--- src/access_port_pkg.sv ---
package access_port_pkg;

  // ----------------------------------------------------------
  // Access port read sizes
  // ----------------------------------------------------------

  // Codes 4 to 7 on the 3-bit size input have no name and are ignored
  typedef enum logic [1:0] {
    WS_8BIT  = 2'd0,
    WS_16BIT = 2'd1,
    WS_32BIT = 2'd2,
    WS_64BIT = 2'd3
  } word_size_e;

  // ----------------------------------------------------------
  // Controller states
  // ----------------------------------------------------------

  typedef enum logic {
    LD_IDLE    = 1'b0,
    LD_LOADING = 1'b1
  } loader_state_e;

  // WAIT states present the address and TAKE states see the RAM word
  typedef enum logic [2:0] {
    RD_IDLE        = 3'd0,
    RD_SINGLE_WAIT = 3'd1,
    RD_SINGLE_TAKE = 3'd2,
    RD_FIRST_WAIT  = 3'd3,
    RD_FIRST_TAKE  = 3'd4,
    RD_SECOND_TAKE = 3'd5
  } reader_state_e;

endpackage

--- src/rx_buffer_pkg.sv ---
package rx_buffer_pkg;

  // ----------------------------------------------------------
  // Receive buffer geometry
  // ----------------------------------------------------------

  // Width of one RAM word and of the dispatch FIFO data
  localparam int WORD_WIDTH = 64;

  // Bytes held in one word
  localparam int BYTES_PER_WORD = WORD_WIDTH / 8;

  // Low byte address bits that select a byte lane inside a word
  localparam int BYTE_LANE_BITS = $clog2(BYTES_PER_WORD);

  // One packet RAM word
  typedef logic [WORD_WIDTH-1:0] word_t;

endpackage

--- src/rx_ram_if.sv ---
`timescale 1ns/1ps

interface rx_ram_if #(
  parameter int ADDR_WIDTH = 8
);
  import rx_buffer_pkg::*;

  // Write port driven by the loader
  logic                  wr_en;
  logic [ADDR_WIDTH-1:0] wr_addr;
  word_t                 wr_data;

  // Read port with the data one cycle after the address
  logic [ADDR_WIDTH-1:0] rd_addr;
  word_t                 rd_data;

  modport loader (
    output wr_en,
    output wr_addr,
    output wr_data
  );

  modport reader (
    output rd_addr,
    input  rd_data
  );

  modport ram (
    input  wr_en,
    input  wr_addr,
    input  wr_data,
    input  rd_addr,
    output rd_data
  );

endinterface

--- src/access_port_reader.sv ---
`timescale 1ns/1ps

module access_port_reader #(
  parameter int ADDR_WIDTH = 8
) (
  input  logic                                               i_clk,
  input  logic                                               i_areset,
  input  logic                                               i_rd_en,
  input  logic [ADDR_WIDTH+rx_buffer_pkg::BYTE_LANE_BITS-1:0] i_addr,
  input  logic [2:0]                                         i_wordsize,
  output logic                                               o_wait,
  output logic                                               o_rd_dv,
  output rx_buffer_pkg::word_t                               o_rd_data,
  rx_ram_if.reader                                           mem
);
  import rx_buffer_pkg::*;
  import access_port_pkg::*;

  // Byte counts run from 1 to 8 so they need one bit above the lane bits
  localparam int CNT_W = BYTE_LANE_BITS + 1;

  typedef logic [CNT_W-1:0] byte_cnt_t;

  // Control state
  reader_state_e state_q;
  logic          wait_q;
  logic          done_q;
  logic          dv_q;

  // Registered request
  logic [BYTE_LANE_BITS-1:0] offset_q;
  word_size_e                size_q;
  logic [ADDR_WIDTH-1:0]     rd_word_q;

  // Result under assembly and the result shown on the port
  word_t asm_q;
  word_t result_q;

  // Request decode
  logic [BYTE_LANE_BITS-1:0] req_offset;
  word_size_e                req_size;
  logic                      req_valid;
  logic                      req_cross;
  logic                      accept;

  // Byte extraction
  byte_cnt_t size_bytes;
  byte_cnt_t tail_bytes;
  word_t     head_part;
  word_t     tail_part;

  function automatic byte_cnt_t size_in_bytes(word_size_e ws);
    return byte_cnt_t'(1) << ws;
  endfunction

  // ----------------------------------------------------------
  // Request decode
  // ----------------------------------------------------------

  assign req_offset = i_addr[BYTE_LANE_BITS-1:0];
  assign req_size   = word_size_e'(i_wordsize[1:0]);
  assign req_valid  = !i_wordsize[2];

  // Crosses into the next word when the last byte lies beyond lane 7
  assign req_cross = ({1'b0, req_offset} + size_in_bytes(req_size)) > BYTES_PER_WORD;

  // New reads are ignored until the current result has been delivered
  assign accept = (state_q == RD_IDLE) && !wait_q && i_rd_en && req_valid;

  // ----------------------------------------------------------
  // Read sequence FSM
  // ----------------------------------------------------------

  always_ff @(posedge i_clk or posedge i_areset) begin
    if (i_areset) begin
      state_q <= RD_IDLE;
      wait_q  <= 1'b0;
      done_q  <= 1'b0;
      dv_q    <= 1'b0;
    end else begin
      done_q <= 1'b0;
      dv_q   <= done_q;
      if (done_q) begin
        wait_q <= 1'b0;
      end
      case (state_q)
        RD_IDLE: begin
          if (accept) begin
            wait_q  <= 1'b1;
            state_q <= req_cross ? RD_FIRST_WAIT : RD_SINGLE_WAIT;
          end
        end
        RD_SINGLE_WAIT: begin
          state_q <= RD_SINGLE_TAKE;
        end
        RD_SINGLE_TAKE: begin
          state_q <= RD_IDLE;
          done_q  <= 1'b1;
        end
        RD_FIRST_WAIT: begin
          state_q <= RD_FIRST_TAKE;
        end
        RD_FIRST_TAKE: begin
          state_q <= RD_SECOND_TAKE;
        end
        RD_SECOND_TAKE: begin
          state_q <= RD_IDLE;
          done_q  <= 1'b1;
        end
        default: begin
          state_q <= RD_IDLE;
        end
      endcase
    end
  end

  // ----------------------------------------------------------
  // Big-endian byte extraction
  // ----------------------------------------------------------

  assign size_bytes = size_in_bytes(size_q);

  // Bytes that come from the second word of a crossing read
  assign tail_bytes = byte_cnt_t'({1'b0, offset_q} + size_bytes - BYTES_PER_WORD);

  // Drop the bytes before the offset, then right-align the requested size.
  // For a crossing read the low bytes stay zero for the second word.
  assign head_part = (mem.rd_data << (8 * offset_q)) >> (8 * (BYTES_PER_WORD - size_bytes));

  // Leading bytes of the second word placed at the bottom
  assign tail_part = mem.rd_data >> (8 * (BYTES_PER_WORD - tail_bytes));

  always_ff @(posedge i_clk) begin
    if (accept) begin
      offset_q  <= req_offset;
      size_q    <= req_size;
      rd_word_q <= i_addr[ADDR_WIDTH+BYTE_LANE_BITS-1:BYTE_LANE_BITS];
    end
    // Second word address goes out while the first word is read
    if (state_q == RD_FIRST_WAIT) begin
      rd_word_q <= rd_word_q + 1'b1;
    end
    if ((state_q == RD_SINGLE_TAKE) || (state_q == RD_FIRST_TAKE)) begin
      asm_q <= head_part;
    end
    if (state_q == RD_SECOND_TAKE) begin
      asm_q <= asm_q | tail_part;
    end
    if (done_q) begin
      result_q <= asm_q;
    end
  end

  assign mem.rd_addr = rd_word_q;
  assign o_wait      = wait_q;
  assign o_rd_dv     = dv_q;
  assign o_rd_data   = result_q;

  // ----------------------------------------------------------
  // Assertions
  // ----------------------------------------------------------

  a_dv_not_waiting: assert property (@(posedge i_clk) disable iff (i_areset)
    o_rd_dv |-> !o_wait);

  a_dv_one_cycle: assert property (@(posedge i_clk) disable iff (i_areset)
    o_rd_dv |=> !o_rd_dv);

  // Result arrives three cycles after wait rises, or four for a crossing read
  a_dv_latency: assert property (@(posedge i_clk) disable iff (i_areset)
    $rose(o_wait) |-> ##[3:4] $rose(o_rd_dv));

endmodule

--- src/flat_wrapper.sv ---
// flat-port wrapper written by rule: the top's interface ports become plain ports
module access_port_reader_flat import rx_buffer_pkg::*; import access_port_pkg::*;
#(
  parameter int ADDR_WIDTH = 8
)
  (i_clk, i_areset, i_rd_en, i_addr, i_wordsize, o_wait, o_rd_dv, o_rd_data, mem_rd_addr, mem_rd_data);
  rx_ram_if #(.ADDR_WIDTH(ADDR_WIDTH)) mem_i ();
  input  logic i_clk;
  input  logic i_areset;
  input  logic i_rd_en;
  input  logic [ADDR_WIDTH+rx_buffer_pkg::BYTE_LANE_BITS-1:0] i_addr;
  input  logic [2:0] i_wordsize;
  output logic o_wait;
  output logic o_rd_dv;
  output rx_buffer_pkg::word_t o_rd_data;
  output wire logic [$bits(mem_i.rd_addr)-1:0] mem_rd_addr;
  input wire logic [$bits(mem_i.rd_data)-1:0] mem_rd_data;
  assign mem_rd_addr = mem_i.rd_addr;
  assign mem_i.rd_data = mem_rd_data;
  access_port_reader #(.ADDR_WIDTH(ADDR_WIDTH)) u_core (.i_clk(i_clk), .i_areset(i_areset), .i_rd_en(i_rd_en), .i_addr(i_addr), .i_wordsize(i_wordsize), .o_wait(o_wait), .o_rd_dv(o_rd_dv), .o_rd_data(o_rd_data), .mem(mem_i));
endmodule
--- config.mk ---
export PLATFORM = sky130hd
export DESIGN_NAME = access_port_reader_flat
export DESIGN_NICKNAME = d
export VERILOG_FILES = /design/src/access_port_pkg.sv /design/src/rx_buffer_pkg.sv /design/src/rx_ram_if.sv /design/src/access_port_reader.sv /design/src/flat_wrapper.sv
export SDC_FILE = /design/constraint.sdc
export NUM_CORES = 1
export LEC_CHECK = 0
export BUFFER_PORTS_ARGS = -buffer_cell sky130_fd_sc_hd__buf_4
export CELL_PAD_IN_SITES_DETAIL_PLACEMENT = 1
export CELL_PAD_IN_SITES_GLOBAL_PLACEMENT = 1
export CORE_MARGIN = 8
export CORE_UTILIZATION = 45
export CTS_CLUSTER_DIAMETER = 100
export DETAILED_ROUTE_END_ITERATION = 12
export PLACE_DENSITY_LB_ADDON = 0.25
export SLEW_MARGIN = 10
export SYNTH_ARGS = -nofsm -noshare
export SYNTH_HDL_FRONTEND = slang
export SYNTH_SLANG_ARGS = --single-unit
--- constraint.sdc ---
create_clock -name i_clk -period 5.3 [get_ports i_clk]
set_clock_uncertainty 0.1 [all_clocks]
set_input_delay 1.06 -clock i_clk [delete_from_list [all_inputs] [get_ports i_clk]]
set_output_delay 1.06 -clock i_clk [all_outputs]
set_load 0.02 [all_outputs]
==> flow_summary.yaml <==
outcome:
  status: "finished clean"
yosys:
  ys_seq_elements: 147
  ys.flop_type: "edfxtp_1"
  ys_seq_area_share_pct: 43.6
  syn-num-nets: 1050
  avgSynthCellArea_um2: 10.5
  ys_types: 74
  netlist_area_um2: 10000
  synth_edf_count: 141
  ys.warnings.count: 0
  netlist_instances: 959
  ys_async_sr_fraction_pct: 4.08
global_route:
  grt_pass1_vias: 9712
  overflow: 0
  grt_max_degree: 67
  antenna_found_initial: 0
  grt_pass1_wl_mm: 59.9
  track_usage_pct: 29.3
timing:
  slew_viol_final: 0
  fmax_ghz: 0.221
  setup_violations: 0
  hold_violations: 0
  period_share_pct: 85.4
  finalSetupTns_ps: 0
  worst_slew_pin_slew_ps: 1090
  fin_ws_ps: 775
  finalCriticalPeriod_ps: 4520
  rsz0062_at_grt: "false"
  slew-limit-headroom_pct: 26.3
finish:
  diodes: 0
  area_growth_syn_to_layout_pct: 20.1
  drive_above_1_share_pct: 25.9
  fin_util_pct: 55.1
  final_area_um2: 12100
  fin_nets: 1175
cts:
  cts_tree: "built"
  htreeDepth: 4
  post_cts_buffers: 0
  cts_buffer_depth: 2
  clkSinkCount: 147
  clockRootBuffer: "clkbuf_16"
  post_cts_resized: 0
  clk_latency_ps: 440
  hold_buffers: 0
  cts_made_buffers: 17
  clk_pin_slew_ps: 70
routing:
  wl_per_cell_um: 29.4
  met1_length_mm: 15.6
  dr.pass1.iters: 6
  drc: 0
  drtIter0Drc: 1023
  postRouteAntennaNets: 0
  met2_length_mm: 18.6
  top_layer_used: "met4"
  num_vias: 9612
  viasPerCell: 6.99
  route.met3.wl_mm: 4.57
  routed_wl_mm: 40.4
worst_setup_path:
  path_buf_inv: 4
  arrival_ps: 4610
  r2r_setup_slack_ps: 780
  r2r-start: "u_core.size_q[1]"
  setup.worst_path.end: "u_core.asm_q[9]"
  cpLargestDelayFamily: "adder cells"
  reg2regPathDepth: 12
  critical_path.startpoint: "u_core.size_q[1]"
  startpoint_type: "flop"
  cp_slowest_cell: "ha_2"
  path_max_fanout: 29
  cp.required_ps: 5380
  crit_type: "flop to flop"
  cp_slowest_stage_delay_ps: 710
  endpoint_kind: "flop"
  worstPathCellList: "buf_4, nand2b_1, inv_1, fa_1, inv_1, ha_2, buf_4, mux2i_1, nor2_1, a21oi_1, nor4_1, or4_1"
  worst-path-stages: 12
  regToRegEndpoint: "u_core.asm_q[9]"
power_and_ir_drop:
  internal_power_w: 0.00364
  ir_drop_v: 0.000281
  sw_frac_of_total_pct: 41.2
  p_switching_w: 0.00255
  p_comb_share_pct: 43.9
  leakagePower_nw: 4.64
  cellPowerDensity_nw_per_um2: 513
  p_total_w: 0.00619
  p_seq_share_pct: 34.8
  clkPwrFrac_pct: 21.4
placement:
  dp_hpwl_mm: 27.9
  place.gp.congestion: 0.955
  preCtsSetupSlack_ps: 955
  dpl-instance-area_um2: 11500
  io_buffers: 154
hold_path:
  min_path_type: "flop to flop"
  min-delay-start: "u_core.asm_q[22]"
floorplanning:
  die-area_um2: 27400
  ios: 155
  die_w_um: 165
  rows: 54
  initial_core_util_pct: 45.9
  core-area_um2: 21900
  dieHeight_um: 165
flow_run:
  cap_violations: 0
synthesized netlist by cell type, types with 7 or more instances:
cell type	instances	share of area, %
a211oi_1	20	1.5
a21oi_1	59	2.9
a221oi_1	7	0.61
a22oi_1	27	2.0
a2bb2oi_1	7	0.61
a31oi_1	11	0.69
a32oi_1	9	0.78
and3_1	7	0.44
buf_1	10	0.37
buf_2	27	1.3
buf_4	7	0.52
clkbuf_1	29	1.1
edfxtp_1	141	42
ha_1	8	1.0
inv_1	19	0.71
mux2_2	17	1.9
mux2i_1	87	8.7
mux4_2	32	7.2
nand2_1	96	3.6
nand2b_1	8	0.50
nand3_1	23	1.1
nand3b_1	7	0.52
nor2_1	70	2.6
nor2b_1	14	0.87
nor3_1	11	0.55
o211ai_1	10	0.75
o21ai_0	73	3.6
o22ai_1	16	1.0
cell usage in the layout (no fill, tap or decap), types with 7 or more instances in the layout:
master,n
a21oi_1,59
a211oi_1,20
o22ai_1,16
nand3_1,23
mux2_2,17
o211ai_1,10
nor3_1,11
nand3b_1,7
mux2i_1,87
a221oi_1,7
a22oi_1,27
buf_4,180
a31oi_1,11
nor2b_1,14
a2bb2oi_1,7
edfxtp_1,141
o21ai_0,73
mux4_2,32
nand2_1,95
and3_1,7
clkbuf_16,17
a32oi_1,9
inv_1,19
nand2b_1,8
nor2_1,67
metal layers:
layer	vias to the layer above	track usage [%]
li1	3999	-
met1	4812	38.3
met2	687	44.9
met3	114	6.77
met4	0	14.4
met5	-	0
state kept, by name, summed over array words and instances (netlist names):
signal,cells
u_core.done_q,1
u_core.size_q,2
u_core.o_wait,1
u_core.asm_q,64
u_core.offset_q,3
u_core.o_rd_data,64
u_core.o_rd_dv,1
u_core.state_q,3
u_core.mem.rd_addr,8
power groups by stage:
| stage | Sequential [W] | Clock, W | Combinational, W |
|---|---|---|---|
| 2_1_floorplan | 0.00231 | 0 | 0.00147 |
| 3_3_place_gp | 0.00215 | 0 | 0.00259 |
| 3_5_place_dp | 0.00216 | 0 | 0.00264 |
| 4_1_cts | 0.00215 | 0.00132 | 0.00268 |
| 5_1_grt | 0.00219 | 0.00135 | 0.00286 |
| 6_report | 0.00215 | 0.00132 | 0.00272 |
metrics by stage:
stage	instances	hold slack, ps
floorplan	959	317
global placement	1345	338
detailed placement	1345	335
CTS	1376	351
global route	1376	368
finish	1376	353
layout make-up:
class | instances | area [um^2]
Clock buffer | 19 | 433
Sequential cell | 147 | 4390
Timing Repair Buffer | 180 | 1350
Fill cell | 2386 | 9820
Tap cell | 280 | 350
Inverter | 20 | 75.1
Clock inverter | 12 | 180
Multi-Input combinational cell | 718 | 5290
kinds of logic (layout without fill, tap and decap cells):
family	after synthesis	in the layout	share of synthesized area, %
buffers and inverters	94	231	4.19
xor gates and xnor gates	11	11	0.959
adders and majority gates	10	10	1.40
and+or+nand+nor	263	263	12.1
muxes	137	137	17.9
AOI/OAI and AO/OA	297	297	19.8
DFF	147	147	43.6
how the worst min path moves through the flow:
stage	to	slack [ps]	depth (start not counted)
floorplan	u_core.o_rd_data[32]	320	0
global placement	u_core.o_rd_data[55]	340	0
detailed placement	u_core.o_rd_data[22]	340	0
CTS	u_core.o_rd_data[22]	350	0
global route	u_core.o_rd_data[22]	370	0
finish	u_core.o_rd_data[22]	350	0
Note: power is estimated with default switching activity, not from simulation.
