===== config.mk =====
export PLATFORM = sky130hd
export DESIGN_NAME = dispatch_loader_flat
export DESIGN_NICKNAME = d
export VERILOG_FILES = /design/src/access_port_pkg.sv /design/src/rx_buffer_pkg.sv /design/src/rx_ram_if.sv /design/src/dispatch_loader.sv /design/src/flat_wrapper.sv
export SDC_FILE = /design/constraint.sdc
export NUM_CORES = 1
export LEC_CHECK = 0
export BUFFER_PORTS_ARGS = -buffer_cell sky130_fd_sc_hd__buf_2
export CORE_ASPECT_RATIO = 1.2
export CORE_UTILIZATION = 29
export DETAILED_ROUTE_END_ITERATION = 16
export PLACE_DENSITY = 0.8
export SLEW_MARGIN = 10
export SYNTH_ARGS = -nofsm -noshare
export SYNTH_HDL_FRONTEND = slang
export SYNTH_SLANG_ARGS = --single-unit

===== constraint.sdc =====
create_clock -name i_clk -period 1.42 [get_ports i_clk]
set_input_delay 0.071 -clock i_clk [delete_from_list [all_inputs] [get_ports i_clk]]
set_output_delay 0.071 -clock i_clk [all_outputs]
set_load 0.02 [all_outputs]

===== src/access_port_pkg.sv =====
package access_port_pkg;

  // ----------------------------------------------------------
  // Access port read sizes
  // ----------------------------------------------------------

  // Codes 4 to 7 on the 3-bit size input have no name and are ignored
  typedef enum logic [1:0] {
    WS_8BIT  = 2'd0,
    WS_16BIT = 2'd1,
    WS_32BIT = 2'd2,
    WS_64BIT = 2'd3
  } word_size_e;

  // ----------------------------------------------------------
  // Controller states
  // ----------------------------------------------------------

  typedef enum logic {
    LD_IDLE    = 1'b0,
    LD_LOADING = 1'b1
  } loader_state_e;

  // WAIT states present the address and TAKE states see the RAM word
  typedef enum logic [2:0] {
    RD_IDLE        = 3'd0,
    RD_SINGLE_WAIT = 3'd1,
    RD_SINGLE_TAKE = 3'd2,
    RD_FIRST_WAIT  = 3'd3,
    RD_FIRST_TAKE  = 3'd4,
    RD_SECOND_TAKE = 3'd5
  } reader_state_e;

endpackage


===== src/rx_buffer_pkg.sv =====
package rx_buffer_pkg;

  // ----------------------------------------------------------
  // Receive buffer geometry
  // ----------------------------------------------------------

  // Width of one RAM word and of the dispatch FIFO data
  localparam int WORD_WIDTH = 64;

  // Bytes held in one word
  localparam int BYTES_PER_WORD = WORD_WIDTH / 8;

  // Low byte address bits that select a byte lane inside a word
  localparam int BYTE_LANE_BITS = $clog2(BYTES_PER_WORD);

  // One packet RAM word
  typedef logic [WORD_WIDTH-1:0] word_t;

endpackage


===== src/rx_ram_if.sv =====
`timescale 1ns/1ps

interface rx_ram_if #(
  parameter int ADDR_WIDTH = 8
);
  import rx_buffer_pkg::*;

  // Write port driven by the loader
  logic                  wr_en;
  logic [ADDR_WIDTH-1:0] wr_addr;
  word_t                 wr_data;

  // Read port with the data one cycle after the address
  logic [ADDR_WIDTH-1:0] rd_addr;
  word_t                 rd_data;

  modport loader (
    output wr_en,
    output wr_addr,
    output wr_data
  );

  modport reader (
    output rd_addr,
    input  rd_data
  );

  modport ram (
    input  wr_en,
    input  wr_addr,
    input  wr_data,
    input  rd_addr,
    output rd_data
  );

endinterface


===== src/dispatch_loader.sv =====
`timescale 1ns/1ps

module dispatch_loader #(
  parameter int ADDR_WIDTH = 8
) (
  input  logic                 i_clk,
  input  logic                 i_areset,
  input  logic                 i_parser_busy,
  input  logic                 i_packet_available,
  input  logic                 i_fifo_empty,
  input  logic                 i_fifo_rd_valid,
  input  rx_buffer_pkg::word_t i_fifo_rd_data,
  output logic                 o_fifo_rd_start,
  output logic                 o_packet_read,
  rx_ram_if.loader             mem
);
  import access_port_pkg::*;

  loader_state_e         state_q;
  logic [ADDR_WIDTH-1:0] word_cnt_q;
  logic                  packet_read_q;
  logic                  start;
  logic                  last;

  // ----------------------------------------------------------
  // Start and end of a packet
  // ----------------------------------------------------------

  // The parser must be idle so that it is not reading the old packet
  assign start = (state_q == LD_IDLE) && i_packet_available && !i_fifo_empty &&
                 !i_parser_busy;

  // FIFO drained and no word in flight
  assign last = (state_q == LD_LOADING) && !i_fifo_rd_valid && i_fifo_empty;

  assign o_fifo_rd_start = start;
  assign o_packet_read   = packet_read_q;

  always_ff @(posedge i_clk or posedge i_areset) begin
    if (i_areset) begin
      state_q       <= LD_IDLE;
      word_cnt_q    <= '0;
      packet_read_q <= 1'b0;
    end else begin
      packet_read_q <= last;
      case (state_q)
        LD_IDLE: begin
          if (start) begin
            state_q    <= LD_LOADING;
            word_cnt_q <= '0;
          end
        end
        LD_LOADING: begin
          if (i_fifo_rd_valid) begin
            word_cnt_q <= word_cnt_q + 1'b1;
          end else if (i_fifo_empty) begin
            state_q <= LD_IDLE;
          end
        end
        default: begin
          state_q <= LD_IDLE;
        end
      endcase
    end
  end

  // ----------------------------------------------------------
  // RAM write port
  // ----------------------------------------------------------

  // Each valid FIFO word lands at the next word address
  assign mem.wr_en   = (state_q == LD_LOADING) && i_fifo_rd_valid;
  assign mem.wr_addr = word_cnt_q;
  assign mem.wr_data = i_fifo_rd_data;

  // A FIFO word that arrives outside a load would never reach the RAM
  a_word_while_loading: assert property (@(posedge i_clk) disable iff (i_areset)
    i_fifo_rd_valid |-> (state_q == LD_LOADING));

endmodule


===== src/flat_wrapper.sv =====
// flat-port wrapper written by rule: the top's interface ports become plain ports
module dispatch_loader_flat import access_port_pkg::*;
#(
  parameter int ADDR_WIDTH = 8
)
  (i_clk, i_areset, i_parser_busy, i_packet_available, i_fifo_empty, i_fifo_rd_valid, i_fifo_rd_data, o_fifo_rd_start, o_packet_read, mem_wr_en, mem_wr_addr, mem_wr_data);
  rx_ram_if #(.ADDR_WIDTH(ADDR_WIDTH)) mem_i ();
  input  logic i_clk;
  input  logic i_areset;
  input  logic i_parser_busy;
  input  logic i_packet_available;
  input  logic i_fifo_empty;
  input  logic i_fifo_rd_valid;
  input  rx_buffer_pkg::word_t i_fifo_rd_data;
  output logic o_fifo_rd_start;
  output logic o_packet_read;
  output wire logic [$bits(mem_i.wr_en)-1:0] mem_wr_en;
  output wire logic [$bits(mem_i.wr_addr)-1:0] mem_wr_addr;
  output wire logic [$bits(mem_i.wr_data)-1:0] mem_wr_data;
  assign mem_wr_en = mem_i.wr_en;
  assign mem_wr_addr = mem_i.wr_addr;
  assign mem_wr_data = mem_i.wr_data;
  dispatch_loader #(.ADDR_WIDTH(ADDR_WIDTH)) u_core (.i_clk(i_clk), .i_areset(i_areset), .i_parser_busy(i_parser_busy), .i_packet_available(i_packet_available), .i_fifo_empty(i_fifo_empty), .i_fifo_rd_valid(i_fifo_rd_valid), .i_fifo_rd_data(i_fifo_rd_data), .o_fifo_rd_start(o_fifo_rd_start), .o_packet_read(o_packet_read), .mem(mem_i));
endmodule

==> results of run 1 <==
-- synthesized netlist by cell type (2+ instances only) --
library cell	instances
nand2_1	5
or3_1	3
buf_4	64
o21ai_0	5
inv_1	3
dfrtp_1	10
nand3_1	3
nand4_1	2
a21oi_1	3
-- worst max path at each step --
stage	to	from	slack, ns	cells past startpoint
finish	o_fifo_rd_start	u_core.state_q	0.01	3
global route	o_fifo_rd_start	u_core.state_q	-0.02	3
CTS	o_fifo_rd_start	u_core.state_q	-0.006	3
detailed placement	o_fifo_rd_start	u_core.state_q	0.09	3
global placement	o_fifo_rd_start	u_core.state_q	0.12	3
floorplan	u_core.mem.wr_addr[7]	u_core.mem.wr_addr[2]	0.07	3
-- power by group --
part           internal (W)  switching, W
Clock             0.0000981     0.0000975
Combinational     0.0000831      0.000131
Sequential         0.000326     0.0000509
Total              0.000507      0.000280
-- state kept, by name, indices dropped and copies added, names as in the netlist --
register              count
u_core.mem.wr_addr        8
u_core.o_packet_read      1
u_core.state_q            1
-- stage by stage --
| stage | cells | cell area (sq um) | total power, W |
|---|---|---|---|
| 6_report | 107 | 679 | 0.000787 |
| 5_1_grt | 107 | 679 | 0.000838 |
| 4_1_cts | 107 | 677 | 0.000791 |
| 3_5_place_dp | 101 | 618 | 0.000590 |
| 3_3_place_gp | 101 | 618 | 0.000586 |
| 2_1_floorplan | 111 | 958 | 0.000761 |
-- layout make-up --
class | instances | area [sq um] | area share
clock buffer | 3 | 22.5 | 0.0331
inverter | 4 | 20.0 | 0.0295
multi-input combinational | 33 | 215 | 0.317
sequential | 10 | 250 | 0.368
tap | 36 | 45.0 | 0.0663
timing repair buffer | 21 | 126 | 0.186
-- layer usage --
layer	global-route usage	wire (um)	vias to the layer above
li1	-	-	222
met1	0.108	587	228
met2	0.137	717	43
met3	0.0235	217	41
met4	0.163	250	0
met5	0	0	-
-- critical path: cells and delay by family, from the launching register on --
family        cells  cell delay [ns]
flops             1             0.39
simple gates      1             0.51
buf+inv           2             0.17
-- cell families after synthesis --
logic type | synth area share
AOI/OAI and AO/OA | 0.0679
xor gates and xnor gates | 0.00914
and+or+nand+nor | 0.121
adders and majority gates | 0.0131
buffers and inverters | 0.517
muxes | 0.0104
DFF | 0.261
-- repair_timing --
action                                  4_1_cts  5_1_grt
gates resized for setup                       4        2
setup buffers                                 2        0
hold buffers                                  1        0
pin swaps                                     1        0
endpoints found under the setup margin        1        2
endpoints found under the hold margin        10        0
==> impl_summary.txt, run 1 <==
----------------------------------------------------
[Routing]
  Number of search-and-repair iterations in the first detailed-routing pass ... 4
  Iter 0 DRT Violations ... 10
  Average wire per standard cell ... 16.6 um
  Vias ... 534
  Remaining routing DRC violations ... 0
  Antenna viol nets, final ... 0
  Mean number of vias per cell ... 4.99
  Total wire length after detailed routing ... 1770 um

[GRT]
  Initial antenna violation count ... 0
  Pin count of the biggest net entering global routing ... 11
  Vias in the first global route ... 512
  Global route overflow ... 0
  Total Routing Usage GR ... 0.105
  First-pass GRT wire length ... 2570 um

[Floorplanning]
  Area enclosed by the die boundary ... 3540 sq um
  Number of standard-cell rows in the floorplan ... 22
  Horizontal extent of the die ... 54.5 um
  DIE HEIGHT ... 65.0 um
  Initial cell density of the core ... 0.308
  Number of top-level pins ... 145
  Area of the core region ... 3110 sq um

[Hold path]
  Worst min-delay path startpoint ... i_fifo_rd_valid
  Worst Hold Class ... in -> reg
  Count of cells along the worst hold path ... 2
  Worst hold path endpoint ... u_core.o_packet_read

[CTS]
  Clk sinks ... 10
  Number of H-tree levels ... 1
  Clock root buffer ... clkbuf_4
  Max Buffers Root-to-Sink ... 2
  Skew-Pair Late Insertion Delay ... 0.27 ns
  TritonCTS clock tree ... yes
  Clock-pin transition on the worst setup and hold timing paths ... 0.06 ns
  Inserted Clock Buffers ... 3

[Placement]
  Total of buffers placed on input and output ports ... 16
  Gp weighted congestion ... 0.838
  Worst Setup Slack post-DPL ... 0.0932 ns
  Hpwl dp ... 1410 um

[Synthesis]
  Warning count from the yosys run ... 0
  Number of flip-flops and latches in the synthesized netlist ... 10
  Number of instances in the synthesized netlist ... 111
  Sequential area share after synthesis ... 0.261
  Post-synthesis cell area ... 958 sq um
  EDFF count, synth ... 0
  Leading cell types by total area after synthesis ... buf_4 50%, dfrtp_1 26%, o21ai_0 2.6%
  Area share of the largest cell type after synthesis ... 0.501
  Synth Flop Type ... dfrtp_1
  Most area-hungry cell type in the Yosys netlist ... buf_4
  Mean instance size in the synthesized netlist ... 8.63 sq um
  Net count after synthesis ... 182
  FFs w/ async S/R, synth ... 1.00
  Distinct cell type count after synthesis ... 22

[Layout]
  Area Overhead vs Synth ... -29.1%
  Most frequent cells in the layout ... 15 x buf_2, 10 x dfrtp_1, 5 x o21ai_0
  Layout cells sized above 1 ... 0.408
  Nets ... 144
  Fill cell instance count of the final layout ... 346
  Most frequent standard cell in the layout excluding fill and tap cells ... buf_2
  Antenna diode count ... 0
  Post-route core utilization ... 0.218

[Timing]
  Worst hold margin ... 0.0436 ns
  Final critical-path required period ... 1.41 ns
  Pins over their slew limit ... 0
  Final setup skew ... 0.00313 ns
  Setup TNS ... 0 ns
  Final setup fails ... 0
  Relative slew margins ... 0.736
  Final hold violation count ... 0
  RSZ-0062 raised after global routing ... true
  Highest clock rate ... 712 MHz
  Slew of the pin with the lowest slew margin ... 0.396 ns
  Share of the clock period used by the worst path ... 0.989
  Final setup margin ... 0.0149 ns

[Run]
  Maxcap violations ... 0

[Worst setup path]
  Number of cells on the worst reg-to-reg path ... 4
  Reg-to-reg critical path endpoint ... u_core.mem.wr_addr[6]
  Worst EP required ... 1.35 ns
  Ordered list of cells on the worst path ... or4b_4, clkinv_4, buf_6
  Critical path class ... reg -> out
  Master of the slowest instance on the critical path ... or4b_4
  Arrival time reported for the critical path endpoint ... 1.33 ns
  Critical path launch point type ... register
  Crit Reg-Reg Startpoint ... u_core.mem.wr_addr[0]
  Register-to-register setup slack ... 0.11 ns
  Critical path fanouts, max ... 2
  Category of the worst setup path capture point ... primary output
  Largest stage delay on the critical path ... 0.51 ns

[Pwr]
  Static leakage power ... 0.332 nW
  Power per cell area ... 1160 nW/um^2
  Worst IR Drop VDD ... 0.562 mV

[Status]
  Run status ... finished clean

----------------------------------------------------
Note: power is estimated with default switching activity, not from simulation.
==> run 2, diff against run 1 <==
--- a/config.mk
+++ b/config.mk
@@ -9,7 +9,7 @@
 export CORE_ASPECT_RATIO = 1.2
 export CORE_UTILIZATION = 29
 export DETAILED_ROUTE_END_ITERATION = 16
-export PLACE_DENSITY = 0.8
+export PLACE_DENSITY = 0.89
 export SLEW_MARGIN = 10
 export SYNTH_ARGS = -nofsm -noshare
 export SYNTH_HDL_FRONTEND = slang
==> run 2 against run 1 <==
Against the previous run:
- cell area decreased by 1.8%
- routed wire length decreased by 0.62%
- global-route usage increased by 0.29 points
- utilization decreased by 0.40 points
- setup slack got worse by 0.0064 ns
- power decreased by 0.71%
- maximum frequency decreased by 0.45%
- largest cell class unchanged
- cell count decreased by 0.93%
- critical endpoint unchanged
==> impl_summary.txt, run 2 (synthesis gave the netlist of run 1 again) <==
----------------------------------------------------
[Routing]
  Number of search-and-repair iterations in the first detailed-routing pass ... 4 (unchanged)
  Iter 0 DRT Violations ... 17 (+7)
  Vias ... 525 (-1.7%)
  Average wire per standard cell ... 16.6 um (+0.32%)
  Total wire length after detailed routing ... 1760 um (-0.62%)
  Mean number of vias per cell ... 4.95 (-0.76%)
  Remaining routing DRC violations ... 0 (unchanged)
  Antenna viol nets, final ... 0 (unchanged)

[GRT]
  Vias in the first global route ... 526 (+2.7%)
  Total Routing Usage GR ... 0.108 (+0.00290)
  Pin count of the biggest net entering global routing ... 11 (unchanged)
  Global route overflow ... 0 (unchanged)
  Initial antenna violation count ... 0 (unchanged)
  First-pass GRT wire length ... 2570 um (+0.27%)

[Pwr]
  Static leakage power ... 0.328 nW (-1.1%)
  Share of total power consumed by net switching ... 0.353 (-0.00281)
  Sequential fraction of design power ... 0.481 (+0.002)
  Power per cell area ... 1170 nW/um^2 (+1.2%)
  Post-layout power ... 0.000782 W (-0.71%)
  P_int ... 0.000506 W (-0.27%)
  Worst IR Drop VDD ... 0.558 mV (-0.61%)
  Net switching component of the power ... 0.000276 W (-1.5%)
  Share of total power in combinational logic ... 0.271 (-0.002)
  Clock group share of total power ... 0.247 (about the same)

[Layout]
  Most frequent cells in the layout ... 15 x buf_2, 10 x dfrtp_1, 5 x nand2_1, 5 x o21ai_0
  Area Overhead vs Synth ... -30.4%
  Most frequent standard cell in the layout excluding fill and tap cells ... buf_2
  Non-Filler Cell Area, Final ... 667 sq um (-1.8%)
  Nets ... 143 (-0.69%)
  Layout cells sized above 1 ... 0.386 (-0.0227)
  Number of flip-flops in the largest register ... 8 (unchanged)
  Antenna diode count ... 0 (unchanged)

[Placement]
  Total of buffers placed on input and output ports ... 16 (unchanged)
  Hpwl dp ... 1340 um (-4.8%)
  Post-placement cell area ... 611 sq um (-1.2%)
  Gp weighted congestion ... 0.810 (-3.4%)

[Worst setup path]
  Master of the slowest instance on the critical path ... or4b_4
  Arrival time reported for the critical path endpoint ... 1.34 ns (about the same)
  Worst EP required ... 1.35 ns (about the same)
  Category of the worst setup path capture point ... primary output
  Critical path fanouts, max ... 2 (unchanged)
  Critical path class ... reg -> out
  Largest stage delay on the critical path ... 0.51 ns (about the same)
  Ordered list of cells on the worst path ... or4b_4, inv_4, buf_6
  Register-to-register setup slack ... 0.11 ns (about the same)
  Critical path launch point type ... register

[Timing]
  Pins over their slew limit ... 0 (unchanged)
  Slew of the pin with the lowest slew margin ... 0.394 ns (-0.00224 ns)
  Final setup skew ... 0.00324 ns (+0.000106 ns)
  Final critical-path required period ... 1.41 ns (+0.00635 ns)
  Final hold violation count ... 0 (unchanged)
  Share of the clock period used by the worst path ... 0.994 (+0.00447)
  Highest clock rate ... 709 MHz (-0.45%)
  Final setup fails ... 0 (unchanged)
  RSZ-0062 raised after global routing ... true
  Relative slew margins ... 0.737 (+0.00150)

[CTS]
  Number of H-tree levels ... 1 (unchanged)
  Clock-pin transition on the worst setup and hold timing paths ... 0.06 ns (about the same)
  Clock root buffer ... clkbuf_4
  Skew-Pair Late Insertion Delay ... 0.27 ns (about the same)
  Clk sinks ... 10 (unchanged)
  Inserted Clock Buffers ... 3 (unchanged)
  Max Buffers Root-to-Sink ... 2 (unchanged)
  TritonCTS clock tree ... yes

[Floorplanning]
  Area enclosed by the die boundary ... 3540 sq um (unchanged)
  Area of the core region ... 3110 sq um (unchanged)
  Horizontal extent of the die ... 54.5 um (unchanged)
  Number of standard-cell rows in the floorplan ... 22 (unchanged)
  Initial cell density of the core ... 0.308 (unchanged)
  DIE HEIGHT ... 65.0 um (unchanged)
  Number of top-level pins ... 145 (unchanged)

[Run]
  Maxcap violations ... 0 (unchanged)

[Status]
  Run status ... finished clean

[Hold path]
  Worst Hold Class ... in -> reg

----------------------------------------------------
[run 2: changes by cell type in the layout (fill, tap and decap cells not counted)]
cell / delta
nand2_1: +1
clkinv_4: -1
buf_4: -1
inv_4: +1
nand2_2: -1
[run 2: routing by layer]
layer / track usage / routed length [um]
met2: 0.139 / 706
met4: 0.176 / 238
met1: 0.107 / 600
met5: 0 / 0
met3: 0.0282 / 217
[run 2: what timing repair did]
item / in CTS / in global routing
pin swaps: 1 / 0
gates resized for setup: 3 / 0
setup endpoints to repair: 1 / 1
endpoints found under the hold margin: 10 / 0
hold buffers: 1 / 0
buffers inserted: 2 / 0
[run 2: final timing paths]
check | startpoint | to | cells past startpoint
max in group asynchronous | i_areset | u_core.mem.wr_addr[1] | 3
min in group asynchronous | i_areset | u_core.mem.wr_addr[5] | 3
worst min register to register | u_core.mem.wr_addr[5] | u_core.mem.wr_addr[5] | 1
worst max-delay path | u_core.state_q | o_fifo_rd_start | 3
worst min-delay path | i_fifo_rd_valid | u_core.o_packet_read | 2
worst max register to register | u_core.state_q | u_core.mem.wr_addr[0] | 4
[run 2: area by class of cell]
cell class | instances | area (sq um)
fill | 348 | 2440
sequential | 10 | 250
multi-input combinational | 33 | 213
timing repair buffer | 20 | 119
tap | 36 | 45.0
clock buffer | 3 | 22.5
inverter | 4 | 17.5
[run 2: worst max-delay path, delay by kind of cell (launching register included)]
kind / cells / cell delay (ns)
buffers and inverters: 2 / 0.19
DFF: 1 / 0.38
and+or+nand+nor: 1 / 0.51
[run 2: power groups by stage]
stage	logic [W]	registers (W)	clock network [W]
after detailed placement	0.000202	0.000382	0
after floorplan	0.000337	0.000424	0
after global routing	0.000240	0.000383	0.000213
after global placement	0.000203	0.000378	0
final	0.000212	0.000376	0.000193
after CTS	0.000211	0.000377	0.000198
[run 2: per-stage QoR]
step	std cells	setup TNS [ns]	hold WS, ns	setup WS [ns]	utilization
detailed placement	100	0	0.0808	0.104	0.196
CTS	106	0	0.0208	0.0105	0.214
global route	106	-0.0267	0.0476	-0.0267	0.214
finish	106	0	0.0342	0.00858	0.214
global placement	100	0	0.0799	0.123	0.196
floorplan	111	0	-0.0888	0.0652	-
==> run 3, diff against run 2 <==
--- a/config.mk
+++ b/config.mk
@@ -5,9 +5,10 @@
 export SDC_FILE = /design/constraint.sdc
 export NUM_CORES = 1
 export LEC_CHECK = 0
+export ABC_AREA = 1
 export BUFFER_PORTS_ARGS = -buffer_cell sky130_fd_sc_hd__buf_2
 export CORE_ASPECT_RATIO = 1.2
-export CORE_UTILIZATION = 29
+export CORE_UTILIZATION = 30
 export DETAILED_ROUTE_END_ITERATION = 16
 export PLACE_DENSITY = 0.89
 export SLEW_MARGIN = 10
==> run 3 against run 2 <==
Against the previous run:
- clock skew decreased by 0.00077 ns
- critical path depth is 1 higher
- combinational power is 4% higher
- critical path type unchanged
- largest power group unchanged
==> impl_summary.txt, run 3 <==
----------------------------------------------------
[Timing]
  Final critical-path required period ... 1.29 ns (-0.123 ns)
  Final setup margin ... 0.131 ns (+0.123 ns)
  Final hold violation count ... 0 (unchanged)
  Final setup skew ... 0.00247 ns (-0.000768 ns)
  Pins over their slew limit ... 0 (unchanged)
  Relative slew margins ... 0.750 (+0.0131)
  Highest clock rate ... 776 MHz (+9.5%)
  Slew of the pin with the lowest slew margin ... 0.374 ns (-0.0196 ns)
  Share of the clock period used by the worst path ... 0.908 (-0.0864)
  Final setup fails ... 0 (unchanged)
  Worst hold margin ... 0.0312 ns (-0.00303 ns)
  Setup TNS ... 0 ns (unchanged)
  RSZ-0062 raised after global routing ... false

[Layout]
  Nets ... 167 (+17%)
  FF+latch area ... 250 sq um (unchanged)
  Area Overhead vs Synth ... -29.3%
  Antenna diode count ... 0 (unchanged)
  Fill cell instance count of the final layout ... 363 (+4.3%)
  Most frequent cells in the layout ... 23 x nand2_1, 16 x buf_2, 10 x inv_1, 10 x dfrtp_1, 7 x nor2_1
  Layout cells sized above 1 ... 0.277 (-0.109)
  Area taken by multi-input logic gates ... 259 sq um (+22%)
  Number of flip-flops in the largest register ... 8 (unchanged)
  Post-route core utilization ... 0.221 (+0.00677)
  Most frequent standard cell in the layout excluding fill and tap cells ... nand2_1

[Floorplanning]
  Area enclosed by the die boundary ... 3690 sq um (+4.2%)
  Number of standard-cell rows in the floorplan ... 23 (+4.5%)
  Initial cell density of the core ... 0.313 (+0.00454)
  Number of top-level pins ... 145 (unchanged)
  DIE HEIGHT ... 66.3 um (+2.1%)
  Horizontal extent of the die ... 55.6 um (+2.1%)
  Area of the core region ... 3310 sq um (+6.4%)

[Synthesis]
  Post-synthesis cell area ... 1030 sq um (+8.0%)
  Sequential area share after synthesis ... 0.242 (-0.0193)
  Commonest cells in the synthesized netlist ... 64 x buf_4, 23 x nand2_1, 10 x dfrtp_1, 10 x inv_1, 7 x nor2_1
  Leading cell types by total area after synthesis ... buf_4 46%, dfrtp_1 24%, nand2_1 8.3%
  Most instantiated library cell after synthesis ... buf_4
  Number of instances in the synthesized netlist ... 138 (+24%)
  Most area-hungry cell type in the Yosys netlist ... buf_4
  Synth Flop Type ... dfrtp_1
  FFs w/ async S/R, synth ... 1.00 (unchanged)
  EDFF count, synth ... 0 (unchanged)
  Number of flip-flops and latches in the synthesized netlist ... 10 (unchanged)
  Net count after synthesis ... 209 (+15%)
  Area share of the largest cell type after synthesis ... 0.464 (-0.0370)
  Distinct cell type count after synthesis ... 18 (-18%)
  Mean instance size in the synthesized netlist ... 7.50 sq um (-13%)
  Warning count from the yosys run ... 0 (unchanged)

[Worst setup path]
  Category of the worst setup path capture point ... primary output
  Number of cells on the worst reg-to-reg path ... 6 (+2)
  Ordered list of cells on the worst path ... nor2_1, nand2_2, inv_1, buf_2
  Register-to-register setup slack ... 0.19 ns (+0.08 ns)
  Largest stage delay on the critical path ... 0.45 ns (-0.06 ns)
  Critical path launch point type ... register
  Arrival time reported for the critical path endpoint ... 1.22 ns (-0.12 ns)
  Worst EP required ... 1.35 ns (about the same)
  Crit Reg-Reg Startpoint ... u_core.mem.wr_addr[1]
  Master of the slowest instance on the critical path ... dfrtp_1
  Reg-to-reg critical path endpoint ... u_core.mem.wr_addr[4]
  Critical path fanouts, max ... 8 (+6)
  Critical path class ... reg -> out

[Routing]
  Average wire per standard cell ... 14.3 um (-14%)
  Iter 0 DRT Violations ... 23 (+6)
  Antenna viol nets, final ... 0 (unchanged)
  Total wire length after detailed routing ... 1870 um (+6.3%)
  Vias ... 611 (+16%)
  Number of search-and-repair iterations in the first detailed-routing pass ... 4 (unchanged)
  Mean number of vias per cell ... 4.66 (-5.8%)
  Remaining routing DRC violations ... 0 (unchanged)

[GRT]
  Pin count of the biggest net entering global routing ... 11 (unchanged)
  Global route overflow ... 0 (unchanged)
  Vias in the first global route ... 646 (+23%)
  First-pass GRT wire length ... 3020 um (+17%)
  Total Routing Usage GR ... 0.111 (+0.00317)
  Initial antenna violation count ... 0 (unchanged)

[Run]
  Maxcap violations ... 0 (unchanged)

[Placement]
  Hpwl dp ... 1530 um (+14%)
  Worst Setup Slack post-DPL ... 0.212 ns (+0.108 ns)
  Total of buffers placed on input and output ports ... 16 (unchanged)
  Gp weighted congestion ... 0.858 (+5.9%)

[Pwr]
  Static leakage power ... 0.408 nW (+24%)
  Worst IR Drop VDD ... 0.266 mV (-52%)
  Power per cell area ... 1220 nW/um^2 (+3.7%)

[Hold path]
  Worst hold path endpoint ... u_core.o_packet_read
  Worst Hold Class ... in -> reg
  Worst min-delay path startpoint ... i_fifo_rd_valid
  Count of cells along the worst hold path ... 2 (unchanged)

[CTS]
  Inserted Clock Buffers ... 3 (unchanged)
  Clk sinks ... 10 (unchanged)
  Clock-pin transition on the worst setup and hold timing paths ... 0.04 ns (-0.02 ns)
  Clock root buffer ... clkbuf_8
  Number of buffers inserted to repair setup after CTS ... 0 (-2)
  Max Buffers Root-to-Sink ... 2 (unchanged)
  TritonCTS clock tree ... yes
  Skew-Pair Late Insertion Delay ... 0.23 ns (-0.04 ns)
  Number of H-tree levels ... 1 (unchanged)

[Status]
  Run status ... finished clean

----------------------------------------------------
## run 3: changes by cell type after synthesis, moves of 2 or more
cell	previous run	this run
inv_1	3	10
nand2_1	5	23
nand2_2	0	2
nand3_1	3	5
nor2_1	1	7
o21ai_0	5	1
o21ai_1	0	2
or3_1	3	0
## run 3: how the worst max path moves through the flow
stage | from | endpoint | slack, ns | cells after the start
final | u_core.state_q | o_fifo_rd_start | 0.13 | 4
after global placement | u_core.mem.wr_addr[1] | u_core.mem.wr_addr[4] | 0.24 | 6
after CTS | u_core.state_q | o_fifo_rd_start | 0.12 | 4
after detailed placement | u_core.mem.wr_addr[1] | u_core.mem.wr_addr[4] | 0.21 | 6
after floorplan | u_core.mem.wr_addr[1] | u_core.mem.wr_addr[4] | 0.22 | 6
after global routing | u_core.state_q | o_fifo_rd_start | 0.06 | 4
## run 3: critical path: cells and delay by family (launching register included)
| family | cells | cell delay (ns) |
|---|---|---|
| DFF | 1 | 0.45 |
| and+or+nand+nor | 2 | 0.27 |
| buffers and inverters | 2 | 0.27 |
## run 3: final cells by class
cell class / instances / share of cell area
Multi-Input combinational cell: 52 / 0.354
Inverter: 12 / 0.0615
Timing Repair Buffer: 17 / 0.123
Sequential cell: 10 / 0.342
Clock buffer: 3 / 0.0564
Tap cell: 37 / 0.0632
## run 3: stage by stage
stage,instances,power (W),area (sq um)
final,131,0.000890,732
after global routing,131,0.000951,732
after CTS,131,0.000906,732
after detailed placement,127,0.000611,681
after global placement,127,0.000607,681
after floorplan,138,0.000786,1030
## run 3: layer usage
metal  track usage  up-vias  wire length (um)
met1        0.0898      258               572
met4         0.184        0               223
met2         0.157       42               795
met5             0        -                 0
li1              -      274                 -
met3        0.0568       37               281
## run 3: power by group
part | total, W | internal (W) | switching, W
clock | 0.000284 | 0.000185 | 0.0000997
combinational | 0.000221 | 0.0000751 | 0.000146
sequential | 0.000385 | 0.000328 | 0.0000566
## run 3: what timing repair did
item,in CTS,in global routing
gates resized for setup,0,0
endpoints found under the hold margin,10,0
hold buffers,1,0
## run 3: cell families (layout without fill, tap and decap cells)
logic type,Yosys count,count (layout),synth area share
compound gates,7,7,0.0399
fa+ha+maj,1,1,0.0121
buf+inv,76,32,0.508
simple gates,44,44,0.198
flops,10,10,0.242
